--- config.mk ---
export PLATFORM = sky130hd
export DESIGN_NAME = seg_scan
export DESIGN_NICKNAME = d
export VERILOG_FILES = /design/src/adc_pkg.sv /design/src/seg_scan.sv
export SDC_FILE = /design/constraint.sdc
export NUM_CORES = 1
export LEC_CHECK = 0
export ABC_AREA = 0
export BUFFER_PORTS_ARGS = -buffer_cell sky130_fd_sc_hd__buf_2
export CAP_MARGIN = 0
export CORE_UTILIZATION = 25
export CTS_BUF_LIST = sky130_fd_sc_hd__clkbuf_8 sky130_fd_sc_hd__clkbuf_16
export DETAILED_ROUTE_END_ITERATION = 16
export MAX_ROUTING_LAYER = met4
export PLACE_DENSITY_LB_ADDON = 0.1
export SYNTH_ARGS = -nofsm -noshare
export SYNTH_HDL_FRONTEND = slang
export SYNTH_SLANG_ARGS = --single-unit
--- constraint.sdc ---
create_clock -name sys_clk -period 6 [get_ports sys_clk]
set_input_delay 1.2 -clock sys_clk [delete_from_list [all_inputs] [get_ports sys_clk]]
set_output_delay 1.2 -clock sys_clk [all_outputs]
set_load 0.01 [all_outputs]
--- src/adc_pkg.sv ---
/*
 * shared types and digit codes for the voltage meter
 * segment and select patterns are active low
 */
`default_nettype none

package adc_pkg;

	// one ADC conversion result
	typedef logic [7:0] sample_t;

	// display digit code, 0..9 decimal, then blank and dash
	typedef logic [3:0] digit_t;

	// bit 7 is the decimal point, bits 6..0 are segments g..a
	typedef logic [7:0] seg_t;

	// one-hot-zero digit select
	typedef logic [7:0] sel_t;

	localparam digit_t DIGIT_BLANK = 4'd10;
	localparam digit_t DIGIT_DASH = 4'd11;

	// display positions on the board
	localparam int NUM_DIGITS = 8;

endpackage

`default_nettype wire

--- src/seg_scan.sv ---
/*
 * eight-digit multiplexed display driver, common segment bus
 * segments and selects are active low, decimal point always dark
 */
`timescale 1ns/100ps
`default_nettype none

module seg_scan
	import adc_pkg::*;
#(
	parameter int SCAN_CYCLES = 50000
) (
	input wire logic sys_clk,
	input wire logic sys_rst_n,
	input wire logic [NUM_DIGITS*4-1:0] digits,
	output seg_t seg_number,
	output sel_t seg_choice
);

	localparam int DWELL_W = (SCAN_CYCLES > 1) ? $clog2(SCAN_CYCLES) : 1;
	localparam int POS_W = $clog2(NUM_DIGITS);

	logic [DWELL_W-1:0] dwell_cnt;
	logic [POS_W-1:0] pos;
	digit_t cur_digit;
	seg_t cur_seg;

	always_ff @(posedge sys_clk or negedge sys_rst_n) begin
		if (!sys_rst_n) begin
			dwell_cnt <= '0;
			pos <= '0;
		end else if (dwell_cnt == DWELL_W'(SCAN_CYCLES - 1)) begin
			dwell_cnt <= '0;
			pos <= pos + 1'b1;
		end else begin
			dwell_cnt <= dwell_cnt + 1'b1;
		end
	end

	assign cur_digit = digits[pos*4 +: 4];

	// dp, g..a, low means lit
	always_comb begin
		case (cur_digit)
			4'd0: cur_seg = 8'hC0;
			4'd1: cur_seg = 8'hF9;
			4'd2: cur_seg = 8'hA4;
			4'd3: cur_seg = 8'hB0;
			4'd4: cur_seg = 8'h99;
			4'd5: cur_seg = 8'h92;
			4'd6: cur_seg = 8'h82;
			4'd7: cur_seg = 8'hF8;
			4'd8: cur_seg = 8'h80;
			4'd9: cur_seg = 8'h90;
			DIGIT_DASH: cur_seg = 8'hBF;
			default: cur_seg = 8'hFF;
		endcase
	end

	always_ff @(posedge sys_clk or negedge sys_rst_n) begin
		if (!sys_rst_n) begin
			seg_number <= 8'hFF;
			seg_choice <= 8'hFF;
		end else begin
			seg_number <= cur_seg;
			seg_choice <= ~(sel_t'(1) << pos);
		end
	end

	assert property (@(posedge sys_clk) disable iff (!sys_rst_n)
		$onehot0(~seg_choice));

endmodule

`default_nettype wire
==> After elaboration in Yosys (flattened, before gate mapping) <==
Memory sizes are Yosys's and may differ from the RTL's. A register that Yosys moved wholly into a read port is not among the register bits.
Cells that the tools add are included.
{ "totals": {"word_cells": 13, "romBits": 112, "reg_bits": 35, "n_memories": 1} }
{ "classes": {"n_mux": 1, "n_eq_ne": 1, "n_shift": 2, "n_addsub": 2, "reduce_logical": 1, "bitwise": 1} }
{ "memory_table": {"columns": ["name", "words", "word_bits", "read_ports", "rd_ports_with_merged_regs", "wr", "line_no", "source"], "rows": [
  ["(name not given)", 16, 7, 1, 1, 0, "seg_scan.sv:44", "case (cur_digit)"]
]} }
{ "ops": {"columns": ["op", "n"], "rows": [
  ["variable part select 32 x 6 -> 4 bit", 1],
  ["adder 16 x 1 -> 16 bit (second input constant)", 1],
  ["== test 16 bit (second input constant)", 1],
  ["two-way mux 16 bit", 1],
  ["NOT 8 bit", 1],
  ["left shift 1 x 3 -> 8 bit (first input constant)", 1],
  ["adder 3 x 1 -> 3 bit (second input constant)", 1],
  ["zero test 1 bit", 1]
]} }

==> Depth between registers and ports, before layout <==
{ "logic_depth": {"word_depth": 2, "depth_mapped": 7, "ltp_nobuf": 6} }

==> Worst setup path after synthesis <==
Ideal clock, no wire load.
{ "synth_path": {"kind": "input to register", "from": "input port digits[4]", "to": "register seg_number[6]", "required_time_ns": 5.904, "setup_time_ns": 0.096, "arrival_time_ns": 2.574, "path_buffers": 0, "path_slack_ns": 3.331, "path_stages": 6, "cell_sequence": "mux4_1 > mux2i_1 > inv_1 > ha_1 > nor3_1 > a31oi_1"} }
{ "synth_between": {"elab_chain_len": 1} }
{ "synth_rtl": {"columns": ["element", "line_no", "source"], "rows": [
  ["from (decl)", "seg_scan.sv:15", "input wire logic [NUM_DIGITS*4-1:0] digits,"],
  ["variable part select 32 x 6 -> 4 bit", "seg_scan.sv:40", "assign cur_digit = digits[pos*4 +: 4];"],
  ["to (decl)", "seg_scan.sv:16", "output seg_t seg_number,"]
]} }
No other way between the ends.
A chain may end at the register's enable or synchronous reset.

==> Worst setup path in the final report <==
Ends and elaborated chain as after synthesis.

==> impl_metrics.csv <==
group,metric,value,unit
run_status,status,"finished clean",
hold_path,holdPathStages,1,
clock_tree,cts.sinks,34,
logic_synthesis,synth_seq_cells,34,
power,comb_power_share,9.5,%
logic_synthesis,synth_cells,155,
finish,layout_common_cells,"buf_2 (48), dfrtp_1 (19), dfstp_2 (15), ha_1 (13)",
clock_tree,clkTransAtPathRegs,0.06,ns
power,switching_power,0.0983,mW
finish,multi_input_area,928,sq um
setup_path,crit_fanout,6,
sta,finalHoldViolations,0,
sta,holdWs,0.480,ns
logic_synthesis,yosysSeqAreaShare,46.2,%
die,rows,31,
sta,finalCritPeriodShare,44.8,%
sta,tns,0,ns
sta,fmax,372,MHz
power,p_per_area,190,nW/um^2
finish,regArea,870,sq um
drt,wl,3880,um
finish,antennaDiodeCount,0,
logic_synthesis,synth_cell_types,38,
clock_tree,clk_latency,0.28,ns
power,intPower,0.334,mW
power,p_clk_share,35.6,%
place,gp_congestion,0.752,
clock_tree,h-tree-depth,2,
clock_tree,clockRootBuffer,"clkbuf_8",
global_routing,grt.total_usage,11.5,%
sta,tightestPinTransition,0.752,ns
drt,drc_errors,0,
finish,fin_nets,250,
sta,skew,0.00300,ns
drt,vias,1286,
drt,drtAntennaViolNets,0,
die,start_util,25.9,%
power,seqPwrFrac,54.9,%
clock_tree,cts_buffers,5,
die,pin_count,50,
clock_tree,postCtsSetupRepairBufs,0,
clock_tree,cts_tree,"done",
finish,area_delta_synth_final,21.2,%
setup_path,critPathKind,"input port to flop",
die,die_w,88.7,um
setup_path,r2r_cells,6,
finish,layout_commonest_cell,"buf_2",
global_routing,grt_pass1_vias,1321,
sta,slew_viol_final,0,
setup_path,critPathArrivalTime,2.87,ns
place,place_area,2200,sq um
clock_tree,cts.repair.resized,0,
hold_path,hp-class,"flop to flop",
drt,drt_iter0_drc,56,
global_routing,grt_overflow_total,0,
logic_synthesis,syn_nets,202,
global_routing,grt_first_pass_wirelength,6400,um
finish,fill_cells,758,
die,die_y,88.7,um
global_routing,grt_max_degree,35,
setup_path,cp-end-kind,"flop",
sta,rsz0062_at_grt,"false",
clock_tree,hold_buffers,0,
die,core-area,7250,sq um
power,cellLeakagePower,1.03,nW
drt,wl_per_cell,12.8,um
finish,drive_above_1_share,38.7,%
logic_synthesis,netlist_area,1880,sq um
logic_synthesis,ys.warnings.count,0,
finish,postLayoutCellArea,2280,sq um
clock_tree,max-clock-path-buffers,2,
power,swShare,22.7,%
power,ir_drop,86.3,uV
global_routing,antenna_found_initial,0,
setup_path,required,6.18,ns
sta,finalCriticalPeriod,2.69,ns
logic_synthesis,syn_area_per_cell,12.1,sq um
drt,dr.pass1.iters,4,
die,die_area,7870,sq um
sta,setup_viol,0,
sta,relSlewSlack,49.9,%
place,portBuffers,48,
drt,via_per_inst,4.24,
place,hpwl,2920,um
job,drv_cap,0,
setup_path,worstSetupStartpointType,"input port",
state kept, by name, indices dropped and copies added (netlist names):
register    cells
seg_choice      8
pos             3
dwell_cnt      16
seg_number      7
stage by stage:
step / worst slack, ns / power, mW / utilization [%] / cells
3_3_place_gp: 3.12 / 0.282 / 30.3 / 295
4_1_cts: 3.29 / 0.441 / 31.4 / 303
5_1_grt: 3.14 / 0.455 / 31.4 / 303
6_report: 3.31 / 0.432 / 31.4 / 303
3_5_place_dp: 2.99 / 0.284 / 30.3 / 295
2_1_floorplan: 3.33 / 0.263 / - / 155
critical path: stages:
cell,delay (ns)
buf_2,0.10
mux4_1,0.48
mux2i_1,0.41
inv_1,0.13
ha_1,0.21
nor3_1,0.26
a31oi_1,0.09
layer usage:
layer | wire length [um] | track usage [%]
met1 | 1740 | 13.5
met2 | 1900 | 18.5
met3 | 173 | 2.99
met4 | 71 | 4.84
met5 | 0 | -
cell type report:
type	count	area share (%)
clock buffer	5	3.02
multi-input combinational	104	40.7
sequential	34	38.1
tap	99	5.43
timing repair buffer	48	10.5
inverter	10	1.65
clock inverter	3	0.494
logic make-up after synthesis:
group | synth area share, %
other | 0.199
xor gates and xnor gates | 5.59
AOI/OAI and AO/OA | 5.19
DFF | 46.2
and+or+nand+nor | 13.5
muxes | 16.2
adders and majority gates | 8.65
buffers and inverters | 4.39
synthesized netlist by cell type:
cell type | number | area [sq um]
a21o_1 | 1 | 7.51
a21oi_1 | 5 | 25.0
a22oi_1 | 2 | 15.0
a22oi_2 | 1 | 12.5
a31oi_1 | 2 | 12.5
and2_1 | 1 | 6.26
and3_1 | 1 | 6.26
and3b_1 | 1 | 8.76
and4_1 | 4 | 35.0
buf_4 | 1 | 7.51
buf_6 | 2 | 22.5
clkbuf_1 | 4 | 15.0
conb_1 | 1 | 3.75
dfrtp_1 | 19 | 475
dfstp_2 | 15 | 394
ha_1 | 13 | 163
inv_1 | 9 | 33.8
inv_2 | 1 | 3.75
mux2_2 | 1 | 11.3
mux2_4 | 2 | 30.0
mux2i_1 | 2 | 20.0
mux2i_4 | 2 | 45.0
mux4_1 | 5 | 131
mux4_2 | 3 | 67.6
nand2_1 | 12 | 45.0
nand3_1 | 3 | 15.0
nand4_1 | 5 | 31.3
nor2_1 | 11 | 41.3
nor2b_1 | 1 | 6.26
nor3_1 | 1 | 5.00
nor4b_1 | 1 | 8.76
nor4bb_1 | 2 | 20.0
o21ai_0 | 5 | 25.0
or2_0 | 1 | 6.26
or2_2 | 1 | 6.26
or3_1 | 2 | 12.5
xnor2_1 | 4 | 35.0
xor2_1 | 8 | 70.1
final timing paths:
check	from	to	slack, ns
max	digits[4]	seg_number[6]	3.31
max reg2reg	pos[0]	seg_number[6]	3.50
max in group asynchronous	sys_rst_n	pos[1]	4.54
min in group asynchronous	sys_rst_n	dwell_cnt[5]	0.99
min reg2reg	dwell_cnt[0]	dwell_cnt[0]	0.48
min	dwell_cnt[0]	dwell_cnt[0]	0.48
power groups by stage:
stage	clock (mW)	sequential, mW	combinational [mW]
final	0.154	0.238	0.0410
after CTS	0.161	0.238	0.0423
after global routing	0.170	0.238	0.0463
after global placement	0	0.242	0.0407
after floorplan	0	0.244	0.0186
after detailed placement	0	0.242	0.0422
(Power assumes the default switching activity.)
