$ cat src/adc_pkg.sv
/*
 * shared types and digit codes for the voltage meter
 * segment and select patterns are active low
 */
`default_nettype none

package adc_pkg;

	// one ADC conversion result
	typedef logic [7:0] sample_t;

	// display digit code, 0..9 decimal, then blank and dash
	typedef logic [3:0] digit_t;

	// bit 7 is the decimal point, bits 6..0 are segments g..a
	typedef logic [7:0] seg_t;

	// one-hot-zero digit select
	typedef logic [7:0] sel_t;

	localparam digit_t DIGIT_BLANK = 4'd10;
	localparam digit_t DIGIT_DASH = 4'd11;

	// display positions on the board
	localparam int NUM_DIGITS = 8;

endpackage

`default_nettype wire

$ cat src/adc_to_digits.sv
/*
 * sample to decimal digits, leading zeros blanked, dashes on a missing ACK
 * while hold is high all incoming pulses are dropped
 */
`timescale 1ns/100ps
`default_nettype none

module adc_to_digits
	import adc_pkg::*;
(
	input wire logic sys_clk,
	input wire logic sys_rst_n,
	input wire sample_t sample,
	input wire logic sample_valid,
	input wire logic nack,
	input wire logic hold,
	output logic [NUM_DIGITS*4-1:0] digits
);

	digit_t hund;
	digit_t tens;
	digit_t ones;
	digit_t hund_shown;
	digit_t tens_shown;

	always_comb begin
		hund = digit_t'(sample / 8'd100);
		tens = digit_t'((sample / 8'd10) % 8'd10);
		ones = digit_t'(sample % 8'd10);
		hund_shown = (hund == 4'd0) ? DIGIT_BLANK : hund;
		// tens only blanked below 10
		tens_shown = (hund == 4'd0 && tens == 4'd0) ? DIGIT_BLANK : tens;
	end

	always_ff @(posedge sys_clk or negedge sys_rst_n) begin
		if (!sys_rst_n) begin
			digits <= {NUM_DIGITS{DIGIT_BLANK}};
		end else if (!hold) begin
			if (sample_valid)
				digits <= {{(NUM_DIGITS - 3){DIGIT_BLANK}}, hund_shown, tens_shown, ones};
			else if (nack)
				digits <= {{(NUM_DIGITS - 4){DIGIT_BLANK}}, {4{DIGIT_DASH}}};
		end
	end

	for (genvar i = 0; i < NUM_DIGITS; i++) begin : g_code_chk
		assert property (@(posedge sys_clk) disable iff (!sys_rst_n)
			digits[i*4 +: 4] <= DIGIT_DASH);
	end

endmodule

`default_nettype wire

$ cat config.mk
export PLATFORM = sky130hd
export DESIGN_NAME = adc_to_digits
export DESIGN_NICKNAME = d
export VERILOG_FILES = /design/src/adc_pkg.sv /design/src/adc_to_digits.sv
export SDC_FILE = /design/constraint.sdc
export NUM_CORES = 1
export LEC_CHECK = 0
export ABC_AREA = 1
export BUFFER_PORTS_ARGS = -buffer_cell sky130_fd_sc_hd__buf_2
export CAP_MARGIN = 15
export CORE_MARGIN = 8
export CORE_UTILIZATION = 53
export CTS_BUF_LIST = sky130_fd_sc_hd__clkbuf_4 sky130_fd_sc_hd__clkbuf_8
export CTS_CLUSTER_DIAMETER = 200
export DETAILED_ROUTE_END_ITERATION = 8
export GPL_ROUTABILITY_DRIVEN = 0
export PLACE_DENSITY_LB_ADDON = 0.08
export RECOVER_POWER = 100
export SETUP_SLACK_MARGIN = 0.05
export SLEW_MARGIN = 20
export SYNTH_ARGS = -nofsm -noshare
export SYNTH_HDL_FRONTEND = slang
export SYNTH_SLANG_ARGS = --single-unit
$ cat constraint.sdc
create_clock -name sys_clk -period 1.1 [get_ports sys_clk]
set_clock_uncertainty 0.1 [all_clocks]
set_input_delay 0.275 -clock sys_clk [delete_from_list [all_inputs] [get_ports sys_clk]]
set_output_delay 0.275 -clock sys_clk [all_outputs]
set_load 0.01 [all_outputs]
After elaboration in Yosys (flattened, before gate mapping)
Cells that the tools add are included.
- logic and storage cells: 15
- flip-flop bits (word level): 32
- output and inout bits: 32
- bits of input ports: 13
- divide/modulo/power cells: 4
- mux-type cells: 4
- reductions and logical operators: 5
- bitwise logic cells: 1
- operators by type and width (cell ; number):
    two-way mux 32 bit ; 2
    modulo 8 x 4 -> 8 bit (second input constant) ; 2
    divider 8 x 4 -> 8 bit (second input constant) ; 1
    divider 8 x 7 -> 8 bit (second input constant) ; 1
    logical NOT 4 bit ; 2
    two-way mux 4 bit ; 2
    AND reduction 2 bit ; 1
    nonzero test 2 bit ; 1
    logical AND 1 bit ; 1
    NOT 1 bit ; 1

Logic depth before layout (Yosys ltp)
- depth in word-level cells: 6
- depth in mapped cells: 30
- mapped depth without buffers: 30

Worst setup path after synthesis
No wires, ideal clock.
- path type: input port to flip-flop
- start point: input sample[6]
- end point: register digits[5]
- setup time: 0.068 ns
- path slack: -1.595 ns
- arrival: 2.527 ns
- buffers on the path: 0
- required time: 0.932 ns
- stages: 25
- cells stage by stage: o21ai_1 -> nand2_1 -> nand3_1 -> nand2_2 -> nand3_2 -> nand2_2 -> nand2_2 -> nand2_2 -> nand3_1 -> nand3_2 -> nand2_4 -> nand3_1 -> nand2_2 -> nand2_4 -> nand2_4 -> nand3_4 -> nand3_1 -> nand2_2 -> ha_1 -> xor2_1 -> nand2_1 -> o21ai_1 -> inv_1 -> nand2_1 -> a21oi_2
- longest elaborated chain between the ends: 6
- elaborated cells between the ends (all ways): 8
- classes of those cells: div (3); mux (2); reduce/logical (3)
- ends and longest elaborated chain (what ; RTL line ; RTL):
    start, declared ; adc_to_digits.sv:13 ; input wire sample_t sample,
    divider 8 x 4 -> 8 bit ; adc_to_digits.sv:28 ; tens = digit_t'((sample / 8'd10) % 8'd10);
    modulo 8 x 4 -> 8 bit ; adc_to_digits.sv:28 ;
    logical NOT 4 bit ; adc_to_digits.sv:32 ; tens_shown = (hund == 4'd0 && tens == 4'd0) ? DIGIT_BLANK : tens;
    logical AND 1 bit ; adc_to_digits.sv:32 ;
    two-way mux 4 bit (*) ; adc_to_digits.sv:32 ;
    two-way mux 32 bit (*) ; adc_to_digits.sv:39 ; if (sample_valid)
    end signal, assigned ; adc_to_digits.sv:37 ; digits <= {NUM_DIGITS{DIGIT_BLANK}};
    end signal, assigned ; adc_to_digits.sv:40 ; digits <= {{(NUM_DIGITS - 3){DIGIT_BLANK}}, hund_shown, tens_shown, ones};
    end signal, assigned ; adc_to_digits.sv:42 ; digits <= {{(NUM_DIGITS - 4){DIGIT_BLANK}}, {4{DIGIT_DASH}}};
    end, declared ; adc_to_digits.sv:17 ; output logic [NUM_DIGITS*4-1:0] digits
Every way passes the cells marked *; elsewhere a longest branch is shown, timed or not.
A chain may end at the register's enable or synchronous reset.

Final worst setup path
- start point: input sample[5]
- end point: register digits[5]
Same word-level chain as after synthesis.

==> qor.yml <==
status: "complete, but fails checks"
violations: "setup timing"
drv_cap: 0
synth-edff-count: 0
insertion_delay_ns: 0.27
cts_tree: "yes"
drive_above_1_share_pct: 55.48
start_util_pct: 53.85
numPortBuffers: 24
avgRoutedWirePerCell_um: 13.33
startpoint: "sample[5]"
overflow: 0
postPlaceCellArea_sq_mm: 0.001838
yosys_warnings: 0
cpMaxStageDelayCell: "a21oi_4"
path_max_fanout: 6
ff2ff_path_depth: 3
synth_area_sq_mm: 0.001434
detail-route-antenna-nets: 0
ys_seq_area_share_pct: 21.47
finalSetupViolations: 22
die_area_sq_mm: 0.004626
ys.flop_type: "dfstp_2"
min_path_type: "in -> reg"
crit_path_end_kind: "flip-flop"
crit_type: "in -> reg"
irDropWorstVdd_mv: 1.158
dr.first_iter.drc_count: 67
final_util_pct: 85.15
synthArstFlopShare_pct: 100.0
reg_top3: "digits (12)"
ios: 45
endpoint: "digits[5]"
diodes: 0
remaining_drc_errors: 0
grt_usage_pct: 18.26
rsz0062_at_grt: "true"
crit_arrival_ns: 2.80
powerDensity_mw_per_mm2: 1205
critical_path.top_delay_family: "simple AND/OR/NAND/NOR gates"
synthCells: 211
firstDrtPassIters: 4
grt_max_degree: 13
max-clock-path-buffers: 2
area_growth_syn_to_layout_pct: 58.11
n_fill_cell: 146
clkSinkCount: 12
slew_violations: 0
finalCritPeriodShare_pct: 244.0
synth.avg_cell_area_sq_um: 6.796
antenna_found_initial: 0
max_stage_delay_ns: 0.18
routed_via_density: 4.943
vias: 1552
final_nets: 300
cts_buffers: 3
top_register: "digits"
cts_htree_levels: 1
ff2ff_setup_slack_ns: 0.17
synth_seq_cells: 12
largest_register_ffs: 12
r2r-end: "digits[3]"
hpwlAfterDp_mm: 2.947
cts_root_buffer: "clkbuf_4"
core_region_area_sq_mm: 0.002663
worst_setup_path_start_kind: "input port"
multi_input_area_sq_mm: 0.001144
hold_viol_final: 0
synth_cell_types: 35
r2r-start: "digits[3]"
wirelength_mm: 4.186
setup-tns-final_ns: -14.05
cp_num_cells: 27
die_h_um: 68.02
num_rows: 19
grt_pass1_wl_mm: 6.803
place_ws_ns: -1.947
clk_pin_slew_ns: 0.07
timing.final.ws_setup_ns: -1.584
regArea_sq_um: 307.8
p_leak_nw: 1.171
grt_pass1_vias: 1581
critPathRequiredTime_ns: 1.22
die_x_um: 68.02
worst-path-buf-inv: 4
fin_crit_ns: 2.684
max_freq_mhz: 372.6
final_area_sq_mm: 0.002267
==> where the power goes <==
| group | switching (mW) | total [mW] | internal (mW) | leakage [nW] |
|---|---|---|---|---|
| clock | 0.152 | 0.353 | 0.201 | 0.0210 |
| sequential | 0.0534 | 0.602 | 0.549 | 0.131 |
| combinational | 0.951 | 1.78 | 0.826 | 1.02 |
==> final cells by class <==
| type | instances | area share [%] |
|---|---|---|
| clock buffer | 4 | 1.600 |
| tap | 31 | 1.711 |
| sequential | 12 | 13.58 |
| inverter | 37 | 7.506 |
| multi-input combinational | 159 | 50.44 |
| timing repair buffer | 71 | 25.17 |
==> metal layers <==
metal / global-route usage [%] / vias up / wire [um]
met4: 6.138 / 0 / 97
li1: - / 777 / -
met3: 3.273 / 12 / 181
met2: 32.12 / 41 / 2214
met5: 0 / - / 0
met1: 21.79 / 722 / 1692
==> worst register-to-register path, cell delays in order, from the launching register on <==
cell     delay, ns
dfstp_2       0.54
buf_4         0.10
o22ai_1       0.08
inv_1         0.06
==> stage by stage <==
step / power [mW] / instances / hold WS [ns]
finish: 2.732 / 314 / 0.1199
global route: 2.945 / 314 / 0.1324
CTS: 2.581 / 310 / 0.1109
detailed placement: 1.971 / 294 / 0.06677
global placement: 1.918 / 294 / 0.05979
floorplan: 1.546 / 229 / -0.1206
==> placed cells by master, fill, tap and decap left out, types with 2 or more instances in the layout <==
cell      synthesis  routed
a21oi_1           5       2
a21oi_2           1       4
buf_12            0       2
buf_2             0      13
buf_4            20      43
buf_6             0      10
clkbuf_4          0       3
conb_1            2      20
dfrtp_1           6       6
dfstp_2           6       6
ha_1              3       2
inv_1            30      25
inv_2             7       8
inv_8             0       2
nand2_1          35      23
nand2_2          14      18
nand2_4           8      15
nand3_1          23      16
nand3_2           2       6
nand3_4           1       4
nor2_1           15      12
nor2_2            0       2
o21ai_1           6       6
o21ai_2           2       2
o21ai_4           0       4
o22ai_1           4       2
o22ai_2           0       2
xor2_1            2       2
==> logic make-up (layout without fill, tap and decap cells) <==
logic type | Yosys count | after routing | synth area share [%]
flops | 12 | 12 | 21.47
fa+ha+maj | 3 | 3 | 2.618
xor+xnor | 3 | 3 | 1.833
other cells | 2 | 20 | 0.5238
simple gates | 103 | 103 | 39.27
compound gates | 30 | 30 | 13.87
buf+inv | 58 | 112 | 20.42
==> Yosys cell counts, types with 3 or more instances <==
cell     instances  area (sq um)
nand2_1         35         131.4
inv_1           30         112.6
nand3_1         23         115.1
buf_4           20         150.1
nor2_1          15         56.30
nand2_2         14         87.58
nand2_4          8         90.09
inv_2            7         26.28
dfrtp_1          6         150.1
dfstp_2          6         157.7
o21ai_1          6         30.03
a21oi_1          5         25.02
o21ai_0          5         25.02
o22ai_1          4         25.02
ha_1             3         37.54
==> worst min-delay path by stage <==
| stage | slack (ns) | from | to | cells past startpoint |
|---|---|---|---|---|
| 2_1_floorplan | -0.12 | sys_rst_n | digits[0] | 0 |
| 3_3_place_gp | 0.06 | sys_rst_n | digits[6] | 1 |
| 3_5_place_dp | 0.07 | sys_rst_n | digits[6] | 1 |
| 4_1_cts | 0.11 | sample[0] | digits[0] | 2 |
| 5_1_grt | 0.13 | sample[0] | digits[0] | 2 |
| 6_report | 0.12 | sample[0] | digits[0] | 2 |
==> timing repair <==
action,CTS,global route
setup endpoints to repair,22,23
gates resized for setup,40,25
hold endpoints to repair,6,0
hold buffers,1,0
buffers inserted,11,4
pin swaps,25,11
(Power assumes the default switching activity.)
