$ cat src/key_debounce.sv
/*
 * four active-low keys, each synchronized then debounced by a stability count
 * a new level is taken after DEBOUNCE_CYCLES stable clocks
 */
`timescale 1ns/100ps
`default_nettype none

module key_debounce #(
	parameter int DEBOUNCE_CYCLES = 1000000
) (
	input wire logic sys_clk,
	input wire logic sys_rst_n,
	input wire logic [3:0] key_in,
	output logic [7:0] led,
	output logic hold
);

	localparam int CNT_W = (DEBOUNCE_CYCLES > 1) ? $clog2(DEBOUNCE_CYCLES) : 1;

	logic [3:0] sync_a;
	logic [3:0] sync_b;
	logic [3:0] pressed;
	logic pressed0_d;

	// released keys read high
	always_ff @(posedge sys_clk or negedge sys_rst_n) begin
		if (!sys_rst_n) begin
			sync_a <= 4'hF;
			sync_b <= 4'hF;
		end else begin
			sync_a <= key_in;
			sync_b <= sync_a;
		end
	end

	for (genvar k = 0; k < 4; k++) begin : g_key
		logic [CNT_W-1:0] cnt;
		logic level;

		always_ff @(posedge sys_clk or negedge sys_rst_n) begin
			if (!sys_rst_n) begin
				cnt <= '0;
				level <= 1'b0;
			end else if (!sync_b[k] == level) begin
				cnt <= '0;
			end else if (cnt == CNT_W'(DEBOUNCE_CYCLES - 1)) begin
				cnt <= '0;
				level <= !sync_b[k];
			end else begin
				cnt <= cnt + 1'b1;
			end
		end

		assign pressed[k] = level;
	end

	always_ff @(posedge sys_clk or negedge sys_rst_n) begin
		if (!sys_rst_n) begin
			pressed0_d <= 1'b0;
			hold <= 1'b0;
			led <= 8'd0;
		end else begin
			pressed0_d <= pressed[0];
			// toggle on the press, not the release
			if (pressed[0] && !pressed0_d)
				hold <= !hold;
			led <= {3'b000, hold, pressed};
		end
	end

endmodule

`default_nettype wire

$ cat config.mk
export PLATFORM = sky130hd
export DESIGN_NAME = key_debounce
export DESIGN_NICKNAME = d
export VERILOG_FILES = /design/src/key_debounce.sv
export SDC_FILE = /design/constraint.sdc
export NUM_CORES = 1
export LEC_CHECK = 0
export ABC_AREA = 1
export BUFFER_PORTS_ARGS = -buffer_cell sky130_fd_sc_hd__buf_2
export CAP_MARGIN = 20
export CORE_ASPECT_RATIO = 0.6
export CORE_MARGIN = 1
export CORE_UTILIZATION = 40
export CTS_CLUSTER_SIZE = 28
export DETAILED_ROUTE_END_ITERATION = 10
export PLACE_DENSITY_LB_ADDON = 0.3
export SETUP_SLACK_MARGIN = 0.2
export SKIP_LAST_GASP = 1
export SYNTH_ARGS = -nofsm -noshare
export SYNTH_HDL_FRONTEND = slang
export SYNTH_SLANG_ARGS = --single-unit
$ cat constraint.sdc
create_clock -name sys_clk -period 2.8 [get_ports sys_clk]
set_input_delay 0.28 -clock sys_clk [delete_from_list [all_inputs] [get_ports sys_clk]]
set_output_delay 0.28 -clock sys_clk [all_outputs]
set_load 0.02 [all_outputs]
# Word-level counts from Yosys, hierarchy flattened
# Cells that the tools add are included.
[word_totals] register_bits=99 input_bits=6 out_inout_bits=9 word_cells=48
[classes] n_addsub=4 eq_ne=8 mux=8 bitwise=4 reduce_logical=11
[op_table] op="20-bit two-way mux" count=8
[op_table] op="20-bit by 1-bit adder with 20-bit output, second input constant" count=4
[op_table] op="20-bit equality test, second input constant" count=4
[op_table] op="2-bit AND reduction" count=4
[op_table] op="1-bit zero test" count=6
[op_table] op="1-bit equality test" count=4
[op_table] op="1-bit NOT" count=4
[op_table] op="1-bit logical AND" count=1

# Depth between registers and ports, before layout
# Gate-level depths: netlist (run 1).
[depth] ltp_word=4 depth_mapped=9 depth_no_buf=9

# Worst setup path before layout (run 1)
# No wires, ideal clock.
[synth_path] kind="register to register" start="register g_key[3].cnt[0]" end="register g_key[3].cnt[14]" setup_time_ps=122 arrival_time_ps=1173 required_ps=2678 slack_ps=1505 path_stages_with_launch=7 n_path_buf=0 synth_period_minus_slack_ps=1295 cell_sequence="dfrtp_1 > ha_1 > nand3_2 > nor3_4 > nand2_1 > nor3_1 > nor2_1"
[synth_between] elab_chain_cells=3 word_cells_on_any_way=4 classes_between="add/sub (1); eq/ne (1); mux (2)"
[synth_rtl] item="from (decl)" line_no="37" source="logic [CNT_W-1:0] cnt;"
[synth_rtl] item="from (signal assigned)" line_no="50" source="cnt <= cnt + 1'b1;"
[synth_rtl] item="20-bit by 1-bit adder with 20-bit output or 20-bit equality test (tied branches)" line_no="50, 46"
[synth_rtl] item="20-bit two-way mux *" line_no="46" source="end else if (cnt == CNT_W'(DEBOUNCE_CYCLES - 1)) begin"
[synth_rtl] item="20-bit two-way mux *" line_no="44" source="end else if (!sync_b[k] == level) begin"
# Mark *: on every way between the ends. The rest lies on a longest branch, timed or not.
# A chain may end at the register's enable or synchronous reset.

# Worst setup path after layout (run 1)
[layout_path] start="register g_key[3].level" end="register g_key[3].level"
[layout_between] elab_chain_cells=3
[layout_rtl] item="from (decl)" line_no="38" source="logic level;"
[layout_rtl] item="from (signal assigned)" line_no="48" source="level <= !sync_b[k];"
[layout_rtl] item="1-bit equality test" line_no="44"
[layout_rtl] item="1-bit NOT (no line)"
[layout_rtl] item="2-bit AND reduction (no line)"
# No other way between the ends.

==> metrics, run 1 <==
outcome finished, final reports clean; first-pass GRT wire length 18800 µm; top post-synthesis cells by area dfrtp_1 44%, nor2_1 12%, nand2_1 8.5%; Reg clk slew, reported paths 70 ps; Worst path max stage delay 490 ps; largest family of logic cells by synthesized area simple AND/OR/NAND/NOR gates; Total Routing Usage GR 17.8%; die width 148 µm; most common cell after layout, fill and taps aside nor2_1; post-synth top area share 43.8%; final hold violation count 0; MaxCap Viol Count 0; HP Class in2reg; CORE AREA 12300 µm²; post-synthesis sequential area ratio 47.9%; Mean Syn Cell Area 8.09 µm²; max-slew violation count 0; vias in the first global route 3843; clock root cell clkbuf_16; RD Place Congestion 0.910; CTS tree done; Post-Synth Adder-Cell Area 0.974%; layout filler cell count 1166; WHS Path Cells 1; Final setup viols 0; cell taking the most area after synthesis dfrtp_1; top-level I/O count 15; Routed Antenna Nets 0; Final Skew 5.25 ps; mux share of post-synthesis cell area 0%; Cell Chain, Critical Path xnor2_1 -> inv_1 -> nor2_1 -> nand2_1 -> nand2_1; post-CTS sizing 0; Via Count 4087; WL/cell 12.9 µm; simple-gate share of the synthesized area 35.5%; RSZ-0062 raised after global routing no; antenna violations before repair 0; Clock Path Buffers 2; relative slew slack 56.8%; Mapped Area 5140 µm²; Static Leak 2.36 nW; total negative slack 0 ps; multi-input logic area 2440 µm²; Initial DRC Count 382; CTS Buf Count 9; hold buffers post-CTS 1; Setup CP Type reg2reg; H-tree Lvls 3; NumNets Final 666; largest net degree at the start of global routing 51; Critical Path AT 1920 ps; worst reg-to-reg path cell count 5; Worst Setup Slack, final 1170 ps; fmax 0.614 GHz; Synth Register Bits 98; register area 2460 µm²; Post-Place Worst Slack 1200 ps; design area 5720 µm²; row count 31; Die Ht 89.8 µm; Initial Utilization 41.8%; maximum vdd drop 0.000290 V; # clock sinks 98; Antenna Cells 0; Crit. End Element register; area grow syn2layout 11.2%; startpoint types register; CP most frequent cell nand2_1; Worst-Skew Late Latency 350 ps; crit path max fanout 12; final WL 10700 µm; setup bufs post-CTS 0; Post-Synth XOR/XNOR Area 7.79%; # port buffers 11; fin crit share 58.2%; most frequent cells in the layout 160 x nor2_1, 117 x nand2_1, 90 x dfrtp_1; minimum clock period after layout 1630 ps; DP HPWL 7690 µm; fraction of layout instances using a drive strength above 1 13.3%; actual slew at the worst max-slew pin 647 ps; via/cell ratio 4.95; Synth warnings 0; DP Area 5400 µm²; Pre-antenna DRT Iters 5; post-synthesis compound-gate area fraction 3.07%; WP data required 3090 ps; Die Area 13300 µm²; Mapped Cells 635; drt drc 0; Overflow after GRT 0; library cells used by synthesis 34; PD cells 499 nW/µm²; WHS 18.1 ps; Critical Path Slowest Stage Cell xnor2_1
==> metal layers <==
| layer | up-vias | track usage (%) | part of all wire [%] |
|---|---|---|---|
| met2 | 131 | 23.5 | 39 |
| li1 | 2051 | - | - |
| met5 | - | 0 | 0 |
| met1 | 1897 | 28.1 | 54 |
| met4 | 0 | 4.55 | 0.77 |
| met3 | 8 | 4.42 | 7.0 |
==> flip-flops by register name, indices dropped and copies added, names as in the netlist <==
| name | count |
|---|---|
| led | 5 |
| hold | 1 |
| sync_a | 4 |
| g_key.cnt | 80 |
| g_key.level | 4 |
| sync_b | 4 |
==> logic make-up (layout without fill, tap and decap cells) <==
kind of cell,after synthesis,in the layout
DFF,98,98
buffers and inverters,60,84
other,1,3
and+or+nand+nor,400,400
xor gates and xnor gates,44,44
adders and majority gates,4,4
AOI/OAI and AO/OA,28,28
==> power by group <==
part           internal (mW)  switching [mW]
Combinational         0.0277          0.0724
Sequential              1.44          0.0143
Clock                  0.712           0.590
Total                   2.18           0.676
==> synthesized netlist by cell type <==
cell,n
a21oi_1,11
a21oi_4,1
a31oi_1,1
and2_1,2
and3_1,1
buf_2,1
buf_4,4
conb_1,1
dfrtp_1,90
dfstp_2,8
ha_1,4
inv_1,48
inv_2,7
nand2_1,117
nand2_2,11
nand3_1,49
nand3_2,6
nand3b_1,2
nand4_1,17
nor2_1,160
nor2_2,15
nor2_4,8
nor3_1,7
nor3_4,1
nor3b_1,2
nor3b_2,1
o21ai_0,6
o21ai_1,7
o21bai_1,2
or2_1,1
xnor2_1,13
xnor2_2,1
xor2_1,29
xor2_2,1
==> cell type report <==
cell class | instances | share of cell area, %
Tap cell | 165 | 3.61
Clock buffer | 9 | 3.94
Clock inverter | 7 | 1.51
Multi-Input combinational cell | 479 | 42.7
Timing Repair Buffer | 13 | 1.53
Sequential cell | 98 | 43.1
Inverter | 55 | 3.61
==> worst max-delay path: cells and delay by family, from the launching register on <==
family / cells / cell delay (ps)
xor+xnor: 1 / 490
simple gates: 3 / 300
flops: 1 / 400
buf+inv: 1 / 380
==> worst paths after layout <==
check,from,endpoint,slack (ps)
worst max register to register,g_key[3].level$_DFFE_PN0P_,g_key[3].level$_DFFE_PN0P_,1170
min in group asynchronous,sys_rst_n,led[1]$_DFF_PN0_,500
worst max-delay path,g_key[3].level$_DFFE_PN0P_,g_key[3].level$_DFFE_PN0P_,1170
worst min register to register,sync_a[3]$_DFF_PN1_,sync_b[3]$_DFF_PN1_,360
worst min-delay path,key_in[0],sync_a[0]$_DFF_PN1_,20
max in group asynchronous,sys_rst_n,sync_b[0]$_DFF_PN1_,1560
==> metrics by stage <==
| step | utilization (%) | power, mW | std cells |
|---|---|---|---|
| floorplan | - | 1.53 | 637 |
| global placement | 43.9 | 1.58 | 809 |
| detailed placement | 43.9 | 1.58 | 809 |
| CTS | 46.5 | 2.89 | 826 |
| global route | 46.5 | 2.96 | 826 |
| finish | 46.5 | 2.85 | 826 |
Note: power is estimated with default switching activity, not from simulation.
==> inputs of run 2 (changes only) <==
==> constraint.sdc (replaced) <==
create_clock -name sys_clk -period 1.7 [get_ports sys_clk]
set_input_delay 0.17 -clock sys_clk [delete_from_list [all_inputs] [get_ports sys_clk]]
set_output_delay 0.17 -clock sys_clk [all_outputs]
set_load 0.02 [all_outputs]
==> metrics, run 2 (synthesized netlist as in run 1, its figures left out) <==
H-tree Lvls 3; via/cell ratio 4.91; largest net degree at the start of global routing 38; HP Class in2async; fin crit share 84.3%; DP HPWL 7760 µm; clock root cell clkbuf_16; crit path max fanout 4; NumNets Final 675; Setup CP Type reg2reg; most common cell after layout, fill and taps aside nor2_1; MaxCap Viol Count 0; RSZ-0062 raised after global routing yes; Via Count 4103; minimum clock period after layout 1430 ps; Final setup viols 0; Total Routing Usage GR 17.7%; Die Ht 89.8 µm; Initial DRC Count 368; first-pass GRT wire length 18500 µm; Worst-Skew Late Latency 350 ps; maximum vdd drop 0.000578 V; Worst Setup Slack, final 267 ps; Static Leak 2.41 nW; WL/cell 13.0 µm; row count 31; top-level I/O count 15; total negative slack 0 ps; outcome finished, final reports clean; Non-Filler Instances 835; Critical Path AT 1680 ps; Routed Antenna Nets 0; CORE AREA 12300 µm²; PD cells 806 nW/µm²; fraction of layout instances using a drive strength above 1 15.7%; Top reg by flops g_key.cnt; Final Skew 5.22 ps; Reg clk slew, reported paths 60 ps; drt drc 0; Pre-antenna DRT Iters 5; most frequent cells in the layout 157 x nor2_1, 114 x nand2_1, 89 x dfrtp_1; final WL 10800 µm; Post-Place Worst Slack 217 ps; fmax 0.698 GHz; die width 148 µm; final hold violation count 0; # port buffers 11; WP data required 1940 ps; area grow syn2layout 15.0%; antenna violations before repair 0; startpoint types register; Antenna Cells 0; Regs by FF count g_key.cnt (80), led (5); CTS Buf Count 9; Die Area 13300 µm²; Initial Utilization 41.8%; Clock Path Buffers 2; Overflow after GRT 0; RD Place Congestion 0.902; # clock sinks 98; vias in the first global route 3897; CTS tree done; total chip power 4.76 mW; max-slew violation count 0; Post-Place Cells 813; max reg flops 80; Crit. End Element register
-- run 2: cell types whose count changed in the layout (fill, tap and decap cells not counted), moves of 3 or more --
| cell | delta |
|---|---|
| ha_1 | -3 |
| buf_4 | +4 |
| nand3_4 | +3 |
| nand2_1 | -3 |
| clkbuf_8 | +3 |
| nor2_4 | +3 |
| dlygate4sd3_1 | +4 |
| nor2_1 | -3 |
-- run 2: layout make-up --
class | instances | area, µm²
Fill cell | 1168 | 6390
Multi-Input combinational cell | 479 | 2530
Sequential cell | 98 | 2460
Clock buffer | 13 | 270
Inverter | 55 | 209
Tap cell | 165 | 206
Timing Repair Buffer | 22 | 178
Clock inverter | 3 | 46.3
-- run 2: metrics by stage --
step	area, µm²	hold slack [ps]	util (%)
after floorplan	5150	-126	-
after global placement	5440	140	44.2
after detailed placement	5440	144	44.2
after CTS	5800	327	47.2
after global routing	5910	358	48.1
final	5910	311	48.1
-- run 2: where the power goes --
group / switching (mW) / leakage [nW] / internal (mW) / total [mW]
sequential: 0.0272 / 1.33 / 2.37 / 2.40
combinational: 0.124 / 0.931 / 0.0657 / 0.189
clock: 0.907 / 0.152 / 1.27 / 2.17
-- run 2: final timing paths --
path                            cells past startpoint                      start  slack, ps                         end
worst max-delay path                                8  g_key[1].cnt[0]$_DFF_PN0_        270  g_key[1].cnt[18]$_DFF_PN0_
worst min-delay path                                2                  sys_rst_n        310  g_key[1].cnt[19]$_DFF_PN0_
worst max register to register                      8  g_key[1].cnt[0]$_DFF_PN0_        270  g_key[1].cnt[18]$_DFF_PN0_
worst min register to register                      0        sync_a[0]$_DFF_PN1_        360         sync_b[0]$_DFF_PN1_
max in group asynchronous                           3                  sys_rst_n        780         sync_b[2]$_DFF_PN1_
min in group sys_clk                                0        sync_a[0]$_DFF_PN1_        360         sync_b[0]$_DFF_PN1_
-- run 2: worst max-delay path, cell delays in order (launching register included) --
cell	delay, ps
dfrtp_1	370
ha_2	190
nand2_2	60
nor2_4	160
nand3b_1	200
nor2_2	170
nand2_1	60
nand2_1	60
nor2_1	40
-- run 2: layer usage --
layer / up-vias / track usage, % / part of all wire, % / wire length [µm]
met3: 14 / 4.92 / 5.9 / 642
met5: - / 0 / 0 / 0
li1: 2059 / - / - / -
met2: 92 / 24.6 / 40 / 4290
met1: 1938 / 26.5 / 53 / 5750
met4: 0 / 4.81 / 1.2 / 134
-- run 2: timing repair --
action,4_1_cts,5_1_grt
buffers inserted,0,1
gates resized for setup,0,22
setup endpoints to repair,0,47
hold endpoints to repair,31,0
hold buffers,5,0
